**config.mk**
```make
export PLATFORM = sky130hd
export DESIGN_NAME = rv_core_top
export DESIGN_NICKNAME = d
export VERILOG_FILES = /design/src/source/core_types_pkg.sv /design/src/source/rv_isa_pkg.sv /design/src/source/idu_exu_if.sv /design/src/source/rv_core_top.sv /design/src/source/execute_unit.sv /design/src/source/regfile.sv /design/src/source/decode_unit.sv /design/src/source/fetch_unit.sv
export SDC_FILE = /design/constraint.sdc
export NUM_CORES = 2
export LEC_CHECK = 0
export BUFFER_PORTS_ARGS = -buffer_cell sky130_fd_sc_hd__buf_2
export CORE_ASPECT_RATIO = 0.8
export CORE_MARGIN = 1.5
export CORE_UTILIZATION = 35
export CTS_CLUSTER_DIAMETER = 100
export DETAILED_ROUTE_END_ITERATION = 7
export PLACE_DENSITY_LB_ADDON = 0.1
export SYNTH_ARGS = -nofsm -noshare
export SYNTH_HDL_FRONTEND = slang
export SYNTH_SLANG_ARGS = --single-unit
```
**constraint.sdc**
```tcl
create_clock -name clk_i -period 7.1 [get_ports clk_i]
set_input_delay 0 -clock clk_i [delete_from_list [all_inputs] [get_ports clk_i]]
set_output_delay 0 -clock clk_i [all_outputs]
set_load 0.03 [all_outputs]
```
**src/source/core_types_pkg.sv**
```systemverilog
`default_nettype none

package core_types_pkg;

    localparam int XLEN   = 32;
    localparam int ILEN   = 32;
    localparam int REG_AW = 5;
    localparam int NREGS  = 1 << REG_AW;

    typedef logic [XLEN-1:0]   word_t;
    typedef logic [ILEN-1:0]   inst_t;
    typedef logic [XLEN-1:0]   addr_t;
    typedef logic [REG_AW-1:0] reg_addr_t;

    localparam reg_addr_t ZERO_REG = '0;
    localparam addr_t     RESET_PC = 32'h0000_0000;

    // one instruction in flight, both memory ports share this sequence.
    typedef enum logic [2:0] {
        S_FETCH_REQ,
        S_FETCH_REL,
        S_EXEC,
        S_STORE_REQ,
        S_STORE_REL,
        S_HALT
    } ctrl_state_t;

endpackage

`default_nettype wire

```
**src/source/rv_isa_pkg.sv**
```systemverilog
`default_nettype none

package rv_isa_pkg;

    typedef logic [6:0] opcode_t;
    typedef logic [2:0] funct3_t;

    // major opcodes of the supported subset.
    localparam opcode_t OPC_OP_IMM = 7'b001_0011;
    localparam opcode_t OPC_STORE  = 7'b010_0011;
    localparam opcode_t OPC_LUI    = 7'b011_0111;
    localparam opcode_t OPC_AUIPC  = 7'b001_0111;
    localparam opcode_t OPC_JAL    = 7'b110_1111;
    localparam opcode_t OPC_JALR   = 7'b110_0111;

    localparam funct3_t F3_ADDI = 3'b000;
    localparam funct3_t F3_SW   = 3'b010;

    localparam logic [31:0] INST_EBREAK   = 32'h0010_0073;
    // addi x0, x0, 0.
    localparam logic [31:0] INST_NOP_WORD = 32'h0000_0013;

    function automatic opcode_t get_opcode(input logic [31:0] inst);
        return inst[6:0];
    endfunction

    function automatic funct3_t get_funct3(input logic [31:0] inst);
        return inst[14:12];
    endfunction

    function automatic logic [4:0] get_rd(input logic [31:0] inst);
        return inst[11:7];
    endfunction

    function automatic logic [4:0] get_rs1(input logic [31:0] inst);
        return inst[19:15];
    endfunction

    function automatic logic [4:0] get_rs2(input logic [31:0] inst);
        return inst[24:20];
    endfunction

    function automatic logic [31:0] imm_i(input logic [31:0] inst);
        return {{20{inst[31]}}, inst[31:20]};
    endfunction

    function automatic logic [31:0] imm_s(input logic [31:0] inst);
        return {{20{inst[31]}}, inst[31:25], inst[11:7]};
    endfunction

    function automatic logic [31:0] imm_u(input logic [31:0] inst);
        return {inst[31:12], 12'b0};
    endfunction

    // j-immediate bits are scattered, bit 0 is implied zero.
    function automatic logic [31:0] imm_j(input logic [31:0] inst);
        return {{12{inst[31]}}, inst[19:12], inst[20], inst[30:21], 1'b0};
    endfunction

endpackage

`default_nettype wire
```
**src/source/idu_exu_if.sv**
```systemverilog
`timescale 1ns/1ns
`default_nettype none

interface idu_exu_if
    import core_types_pkg::*;
();

    word_t     op1;
    word_t     op2;
    word_t     op1_jump;
    word_t     op2_jump;
    logic      reg_wen;
    reg_addr_t waddr;
    logic      is_store;
    logic      is_jump;
    logic      is_ebreak;
    inst_t     inst;

    modport dec (
        output op1, op2, op1_jump, op2_jump,
        output reg_wen, waddr,
        output is_store, is_jump, is_ebreak,
        output inst
    );

    modport exe (
        input op1, op2, op1_jump, op2_jump,
        input is_jump, inst
    );

endinterface

`default_nettype wire

```
**src/source/rv_core_top.sv**
```systemverilog
`timescale 1ns/1ns
`default_nettype none

module rv_core_top
    import core_types_pkg::*;
(
    input  wire         clk_i,
    input  wire         rst_i,
    output logic        imem_req_o,
    output addr_t       imem_addr_o,
    input  wire inst_t  imem_rdata_i,
    input  wire         imem_ack_i,
    output logic        dmem_req_o,
    output addr_t       dmem_addr_o,
    output word_t       dmem_wdata_o,
    input  wire         dmem_ack_i,
    output logic        halted_o
);

    inst_t     inst;
    addr_t     pc;
    addr_t     next_pc;
    logic      commit;
    reg_addr_t raddr1;
    reg_addr_t raddr2;
    word_t     rdata1;
    word_t     rdata2;
    word_t     wb_data;

    idu_exu_if u_idu_exu ();

    fetch_unit u_fetch (
        .clk_i        (clk_i),
        .rst_i        (rst_i),
        .imem_req_o   (imem_req_o),
        .imem_addr_o  (imem_addr_o),
        .imem_rdata_i (imem_rdata_i),
        .imem_ack_i   (imem_ack_i),
        .dmem_req_o   (dmem_req_o),
        .dmem_ack_i   (dmem_ack_i),
        .is_store_i   (u_idu_exu.is_store),
        .is_ebreak_i  (u_idu_exu.is_ebreak),
        .next_pc_i    (next_pc),
        .inst_o       (inst),
        .pc_o         (pc),
        .commit_o     (commit),
        .halted_o     (halted_o)
    );

    decode_unit u_decode (
        .inst_i   (inst),
        .pc_i     (pc),
        .rdata1_i (rdata1),
        .rdata2_i (rdata2),
        .raddr1_o (raddr1),
        .raddr2_o (raddr2),
        .dec      (u_idu_exu.dec)
    );

    regfile u_regfile (
        .clk_i    (clk_i),
        .rst_i    (rst_i),
        .raddr1_i (raddr1),
        .raddr2_i (raddr2),
        .rdata1_o (rdata1),
        .rdata2_o (rdata2),
        .we_i     (commit && u_idu_exu.reg_wen),
        .waddr_i  (u_idu_exu.waddr),
        .wdata_i  (wb_data)
    );

    execute_unit u_execute (
        .exe          (u_idu_exu.exe),
        .rdata2_i     (rdata2),
        .pc_i         (pc),
        .wb_data_o    (wb_data),
        .next_pc_o    (next_pc),
        .store_addr_o (dmem_addr_o),
        .store_data_o (dmem_wdata_o)
    );

endmodule

`default_nettype wire

```
**src/source/execute_unit.sv**
```systemverilog
`timescale 1ns/1ns
`default_nettype none

module execute_unit
    import core_types_pkg::*;
    import rv_isa_pkg::*;
(
    idu_exu_if.exe      exe,
    input  wire word_t  rdata2_i,
    input  wire addr_t  pc_i,
    output word_t       wb_data_o,
    output addr_t       next_pc_o,
    output addr_t       store_addr_o,
    output word_t       store_data_o
);

    word_t sum;
    addr_t jump_target;
    addr_t seq_pc;
    logic  is_jalr;

    // one adder serves writeback and the store address.
    assign sum = exe.op1 + exe.op2;

    assign is_jalr = (get_opcode(exe.inst) == OPC_JALR);

    always_comb begin
        jump_target = exe.op1_jump + exe.op2_jump;
        if (is_jalr) begin
            jump_target[0] = 1'b0;
        end
    end

    assign seq_pc = pc_i + 32'd4;

    assign wb_data_o    = sum;
    assign next_pc_o    = exe.is_jump ? jump_target : seq_pc;
    assign store_addr_o = sum;
    assign store_data_o = rdata2_i;

endmodule

`default_nettype wire

```
**src/source/regfile.sv**
```systemverilog
`timescale 1ns/1ns
`default_nettype none

module regfile
    import core_types_pkg::*;
(
    input  wire             clk_i,
    input  wire             rst_i,
    input  wire reg_addr_t  raddr1_i,
    input  wire reg_addr_t  raddr2_i,
    output word_t           rdata1_o,
    output word_t           rdata2_o,
    input  wire             we_i,
    input  wire reg_addr_t  waddr_i,
    input  wire word_t      wdata_i
);

    word_t regs [NREGS];

    always_ff @(posedge clk_i) begin
        if (rst_i) begin
            for (int i = 0; i < NREGS; i++) begin
                regs[i] <= '0;
            end
        end else if (we_i && waddr_i != ZERO_REG) begin
            regs[waddr_i] <= wdata_i;
        end
    end

    // x0 reads zero whatever was written.
    assign rdata1_o = (raddr1_i == ZERO_REG) ? '0 : regs[raddr1_i];
    assign rdata2_o = (raddr2_i == ZERO_REG) ? '0 : regs[raddr2_i];

endmodule

`default_nettype wire

```
**src/source/decode_unit.sv**
```systemverilog
`timescale 1ns/1ns
`default_nettype none

module decode_unit
    import core_types_pkg::*;
    import rv_isa_pkg::*;
(
    input  wire inst_t  inst_i,
    input  wire addr_t  pc_i,
    input  wire word_t  rdata1_i,
    input  wire word_t  rdata2_i,
    output reg_addr_t   raddr1_o,
    output reg_addr_t   raddr2_o,
    idu_exu_if.dec      dec
);

    opcode_t   opcode;
    funct3_t   funct3;
    reg_addr_t rd;
    reg_addr_t rs1;
    reg_addr_t rs2;

    assign opcode = get_opcode(inst_i);
    assign funct3 = get_funct3(inst_i);
    assign rd     = get_rd(inst_i);
    assign rs1    = get_rs1(inst_i);
    assign rs2    = get_rs2(inst_i);

    always_comb begin
        dec.inst      = inst_i;
        dec.reg_wen   = 1'b0;
        dec.waddr     = ZERO_REG;
        dec.is_store  = 1'b0;
        dec.is_jump   = 1'b0;
        dec.is_ebreak = (inst_i == INST_EBREAK);
        raddr1_o      = ZERO_REG;
        raddr2_o      = ZERO_REG;
        dec.op1       = '0;
        dec.op2       = '0;
        dec.op1_jump  = '0;
        dec.op2_jump  = '0;

        case (opcode)
            OPC_OP_IMM: begin
                if (funct3 == F3_ADDI) begin
                    dec.reg_wen = 1'b1;
                    dec.waddr   = rd;
                    raddr1_o    = rs1;
                    dec.op1     = rdata1_i;
                    dec.op2     = imm_i(inst_i);
                end
            end

            OPC_STORE: begin
                if (funct3 == F3_SW) begin
                    dec.is_store = 1'b1;
                    raddr1_o     = rs1;
                    raddr2_o     = rs2;
                    dec.op1      = rdata1_i;
                    dec.op2      = imm_s(inst_i);
                end
            end

            OPC_LUI: begin
                dec.reg_wen = 1'b1;
                dec.waddr   = rd;
                dec.op1     = imm_u(inst_i);
            end

            OPC_AUIPC: begin
                dec.reg_wen = 1'b1;
                dec.waddr   = rd;
                dec.op1     = pc_i;
                dec.op2     = imm_u(inst_i);
            end

            OPC_JAL: begin
                dec.reg_wen  = 1'b1;
                dec.waddr    = rd;
                dec.is_jump  = 1'b1;
                dec.op1      = pc_i;
                dec.op2      = 32'd4;
                dec.op1_jump = pc_i;
                dec.op2_jump = imm_j(inst_i);
            end

            OPC_JALR: begin
                dec.reg_wen  = 1'b1;
                dec.waddr    = rd;
                dec.is_jump  = 1'b1;
                raddr1_o     = rs1;
                dec.op1      = pc_i;
                dec.op2      = 32'd4;
                dec.op1_jump = rdata1_i;
                dec.op2_jump = imm_i(inst_i);
            end

            // everything else, ebreak included, retires as a nop.
            default: ;
        endcase
    end

endmodule

`default_nettype wire

```
**src/source/fetch_unit.sv**
```systemverilog
`timescale 1ns/1ns
`default_nettype none

module fetch_unit
    import core_types_pkg::*;
    import rv_isa_pkg::*;
(
    input  wire         clk_i,
    input  wire         rst_i,
    output logic        imem_req_o,
    output addr_t       imem_addr_o,
    input  wire inst_t  imem_rdata_i,
    input  wire         imem_ack_i,
    output logic        dmem_req_o,
    input  wire         dmem_ack_i,
    input  wire         is_store_i,
    input  wire         is_ebreak_i,
    input  wire addr_t  next_pc_i,
    output inst_t       inst_o,
    output addr_t       pc_o,
    output logic        commit_o,
    output logic        halted_o
);

    ctrl_state_t state_q;
    ctrl_state_t state_d;
    addr_t       pc_q;
    inst_t       ir_q;
    logic        imem_req_q;
    logic        dmem_req_q;

    always_comb begin
        state_d  = state_q;
        commit_o = 1'b0;
        case (state_q)
            S_FETCH_REQ: begin
                if (imem_req_q && imem_ack_i) begin
                    state_d = S_FETCH_REL;
                end
            end
            S_FETCH_REL: begin
                if (!imem_ack_i) begin
                    state_d = S_EXEC;
                end
            end
            S_EXEC: begin
                if (is_store_i) begin
                    state_d = S_STORE_REQ;
                end else begin
                    commit_o = 1'b1;
                    state_d  = is_ebreak_i ? S_HALT : S_FETCH_REQ;
                end
            end
            S_STORE_REQ: begin
                if (dmem_req_q && dmem_ack_i) begin
                    state_d = S_STORE_REL;
                end
            end
            S_STORE_REL: begin
                // the store retires once the memory has released ack.
                if (!dmem_ack_i) begin
                    commit_o = 1'b1;
                    state_d  = S_FETCH_REQ;
                end
            end
            S_HALT: ;
            default: state_d = S_FETCH_REQ;
        endcase
    end

    always_ff @(posedge clk_i) begin
        if (rst_i) begin
            state_q    <= S_FETCH_REQ;
            pc_q       <= RESET_PC;
            imem_req_q <= 1'b0;
            dmem_req_q <= 1'b0;
        end else begin
            state_q    <= state_d;
            imem_req_q <= (state_d == S_FETCH_REQ);
            dmem_req_q <= (state_d == S_STORE_REQ);
            if (commit_o) begin
                pc_q <= next_pc_i;
            end
        end
    end

    // decode sees a harmless word until the first fetch lands.
    always_ff @(posedge clk_i) begin
        if (rst_i) begin
            ir_q <= INST_NOP_WORD;
        end else if (state_q == S_FETCH_REQ && imem_req_q && imem_ack_i) begin
            ir_q <= imem_rdata_i;
        end
    end

    assign imem_req_o  = imem_req_q;
    assign imem_addr_o = pc_q;
    assign dmem_req_o  = dmem_req_q;
    assign inst_o      = ir_q;
    assign pc_o        = pc_q;
    assign halted_o    = (state_q == S_HALT);

endmodule

`default_nettype wire

```
==> results.json <==
{
  "grt_max_degree": 131,
  "start_util": 0.3527,
  "worst_pin_slew_ns": 1.524,
  "numCtsBuffers": 120,
  "synth_edf_count": 1024,
  "worstPathArrival_ns": 7.01,
  "layout_min_cycle_time_ns": 7.014,
  "syn_to_final_growth_pct": 16.77,
  "fin_cells": 9298,
  "postSynthAreaPerCell_um2": 9.469,
  "drtAntennaViolNets": 0,
  "synth.yosys.warnings": 0,
  "routabilityCongestion": 0.9267,
  "yosysUniqueCellTypes": 85,
  "violations": "DRC, capacitance limit, slew limit",
  "drive_gt1_frac": 0.1257,
  "drt-total-wl_um": 323500,
  "utilization": 0.4118,
  "power_switching_share": 0.3025,
  "cts-root-buf": "clkbuf_16",
  "cp-end-kind": "output port",
  "reg2reg_to": "u_fetch.imem_addr_o[29]$_SDFFE_PP0P_",
  "max_freq_ghz": 0.1426,
  "dp_cells": 8949,
  "cts_tree": "yes",
  "dieArea_um2": 183600,
  "period_share": 0.9879,
  "peakVddDrop_uv": 203.3,
  "worstPathMaxFanout": 32,
  "ys_top_cells_by_area": "edfxtp_1 (49%), nor2_1 (7.2%), mux2i_1 (6.2%), nand2_1 (5.0%), a211oi_1 (4.3%)",
  "synth_area_leader_cell": "edfxtp_1",
  "p_comb_frac": 0.168,
  "finalNetCount": 6894,
  "grtUsageTotal": 0.3393,
  "clk_path_buf_depth": 3,
  "setup_viol_count_final": 0,
  "place_area_um2": 68590,
  "ys_seq_area_frac": 0.5071,
  "outcome": "finished, violations left",
  "hold_ws_ns": 0.2599,
  "grt_overflow": 0,
  "worstHoldEndpoint": "u_fetch.state_q[2]$_SDFF_PP0_",
  "clkPwrFrac": 0.381,
  "r2r_cells": 26,
  "viasPerCell": 6.304,
  "cp_common_cell": "buf_4",
  "holdPathStages": 6,
  "slew-limit-headroom": -0.02645,
  "stdcell_area_um2": 73990,
  "mostFrequentLayoutCell": "nor2_1",
  "fin_skew_ns": 0.05050,
  "drc_errors": 12,
  "wl_per_cell_um": 34.80,
  "antenna_found_initial": 21,
  "drv_cap": 1,
  "numClockSinks": 1093,
  "die_h_um": 383.6,
  "crit_required_ns": 7.10,
  "internal_power_w": 0.01145,
  "criticalPathCategory": "flip-flop to output port",
  "p_sw_w": 0.004966,
  "regToRegSetupSlack_ns": 0.76,
  "mostFrequentLayoutCells": "nor2_1 (1219), edfxtp_1 (1024), nand2_1 (805), mux2i_1 (395), a211oi_1 (359)",
  "power_density_nw_per_um2": 221.9,
  "fp-row-count": 139,
  "vias": 58618,
  "drv_slew": 7,
  "regToRegStartpoint": "u_fetch.inst_o[13]$_SDFFE_PP0P_",
  "hp-class": "primary input to flip-flop",
  "final_hold_viol_count": 0,
  "die_width_um": 478.7,
  "seqPwrFrac": 0.451,
  "hp-start": "dmem_ack_i",
  "slowest_stage": "or4_1",
  "drt_iter0_drc": 8762,
  "dp_hpwl_um": 193200,
  "synth_flop_cell": "edfxtp_1",
  "syn_area_um2": 63360,
  "p_leak_nw": 25.96,
  "worst_setup_path_start_kind": "flip-flop",
  "postSynth.asyncResetShare": 0,
  "grt_first_pass_wirelength_um": 440000,
  "htreeDepth": 3,
  "grt_pass1_vias": 54605,
  "synth-seq-cells": 1093,
  "clock_latency_ns": 0.82,
  "yosysTopAreaCellShare": 0.4853,
  "coreArea_um2": 179700,
  "clk_pin_slew_ns": 0.06,
  "postSynthCellCount": 6691,
  "io_buffers": 134,
  "drtPass1Iterations": 8,
  "max_stage_delay_ns": 0.61,
  "io_pins": 135
}
[timing repair]
action,in CTS,in global routing
pin swaps,4,10
setup buffers,4,9
setup endpoints to repair,23,17
endpoints found under the hold margin,58,0
hold buffers,101,0
resized for setup,40,48
gates cloned,1,5
[how the worst max path moves through the flow]
stage / end / depth (start not counted) / start / slack [ns]
floorplan: u_regfile.regs[15][30]$_SDFFCE_PN0P_ / 27 / u_fetch.inst_o[13]$_SDFFE_PP0P_ / 1.75
global route: dmem_addr_o[26] / 30 / u_fetch.inst_o[13]$_SDFFE_PP0P_ / -0.06
detailed placement: u_regfile.regs[20][27]$_SDFFCE_PN0P_ / 25 / u_fetch.inst_o[13]$_SDFFE_PP0P_ / 0.12
global placement: dmem_addr_o[27] / 27 / u_fetch.inst_o[4]$_SDFFE_PP1P_ / 0.19
CTS: dmem_addr_o[27] / 24 / u_fetch.inst_o[5]$_SDFFE_PP0P_ / -0.004
finish: dmem_addr_o[26] / 30 / u_fetch.inst_o[13]$_SDFFE_PP0P_ / 0.09
[through the flow]
step | setup WS, ns | TNS (ns) | power (W)
after global routing | -0.06222 | -0.1184 | 0.01679
after CTS | -0.003756 | -0.003756 | 0.01636
after detailed placement | 0.1172 | 0 | 0.01011
final | 0.08620 | 0 | 0.01642
after floorplan | 1.753 | 0 | 0.008785
after global placement | 0.1927 | 0 | 0.01010
[Yosys cell counts (18+ instances only)]
cell type and count:
buf_1 29, buf_2 121, a221oi_1 96, nor4_1 19
ha_1 63, a221o_1 40, nor3_1 160, and2_1 25
clkbuf_1 487, o21a_1 68, o32ai_1 43, nand2_1 843
a31oi_1 63, and3_1 235, mux2i_1 395, o22ai_1 42
a21oi_1 293, xnor2_1 21, a22o_1 41, a211oi_1 363
edfxtp_1 1024, nand2b_1 50, nor2_1 1222, nand3_1 129
buf_4 31, a311oi_1 92, a21o_1 59, o31ai_1 18
dfxtp_1 69, xor2_1 24, inv_1 88, o21ai_0 222
[power groups by stage]
stage	registers, W	clock network (W)	logic, W
2_1_floorplan	0.00747	0	0.00131
3_3_place_gp	0.00753	0	0.00257
3_5_place_dp	0.00753	0	0.00257
4_1_cts	0.00740	0.00632	0.00265
5_1_grt	0.00742	0.00653	0.00283
6_report	0.00741	0.00626	0.00275
[registers in the layout, indices dropped and copies added (netlist names)]
name	cells
u_regfile.regs	1024
u_fetch.imem_addr_o	32
u_fetch.state_q	3
u_fetch.inst_o	32
u_fetch.imem_req_o	1
u_fetch.dmem_req_o	1
[critical path, delay by kind of cell, from the launching register on]
family / cells / cell delay [ns]
buf+inv: 12 / 2.31
compound gates: 11 / 1.66
fa+ha+maj: 1 / 0.28
simple gates: 5 / 1.21
xor+xnor: 1 / 0.20
flops: 1 / 0.35
[area by class of cell]
type,instances,area (um2)
clock buffers,158,3198
diodes,6,15.01
repair buffers,624,5664
well taps,2397,2999
clock inverters,66,520.5
flip-flops and latches,1093,32140
fillers,17383,105700
multi-input cells,4864,29110
inverters,90,340.3
[cell families after synthesis]
family	Yosys count	share of synthesized area
xor gates and xnor gates	46	0.006655
AOI/OAI and AO/OA	1541	0.1691
DFF	1093	0.5071
other	1	0.00005919
buffers and inverters	765	0.05038
muxes	404	0.06436
adders and majority gates	65	0.01307
and+or+nand+nor	2776	0.1892
[per-layer routing]
metal  vias to the layer above  wire length (um)  global-route usage  part of all wire
li1                      24650                 -                   -                 -
met1                     29309            131500              0.4686              0.41
met2                      3905            136300              0.4968              0.42
met3                       746             38150             0.08100              0.12
met4                         8             17610              0.1657             0.054
met5                         -                68                   0           0.00021
Power figures use the tool's default switching activity.
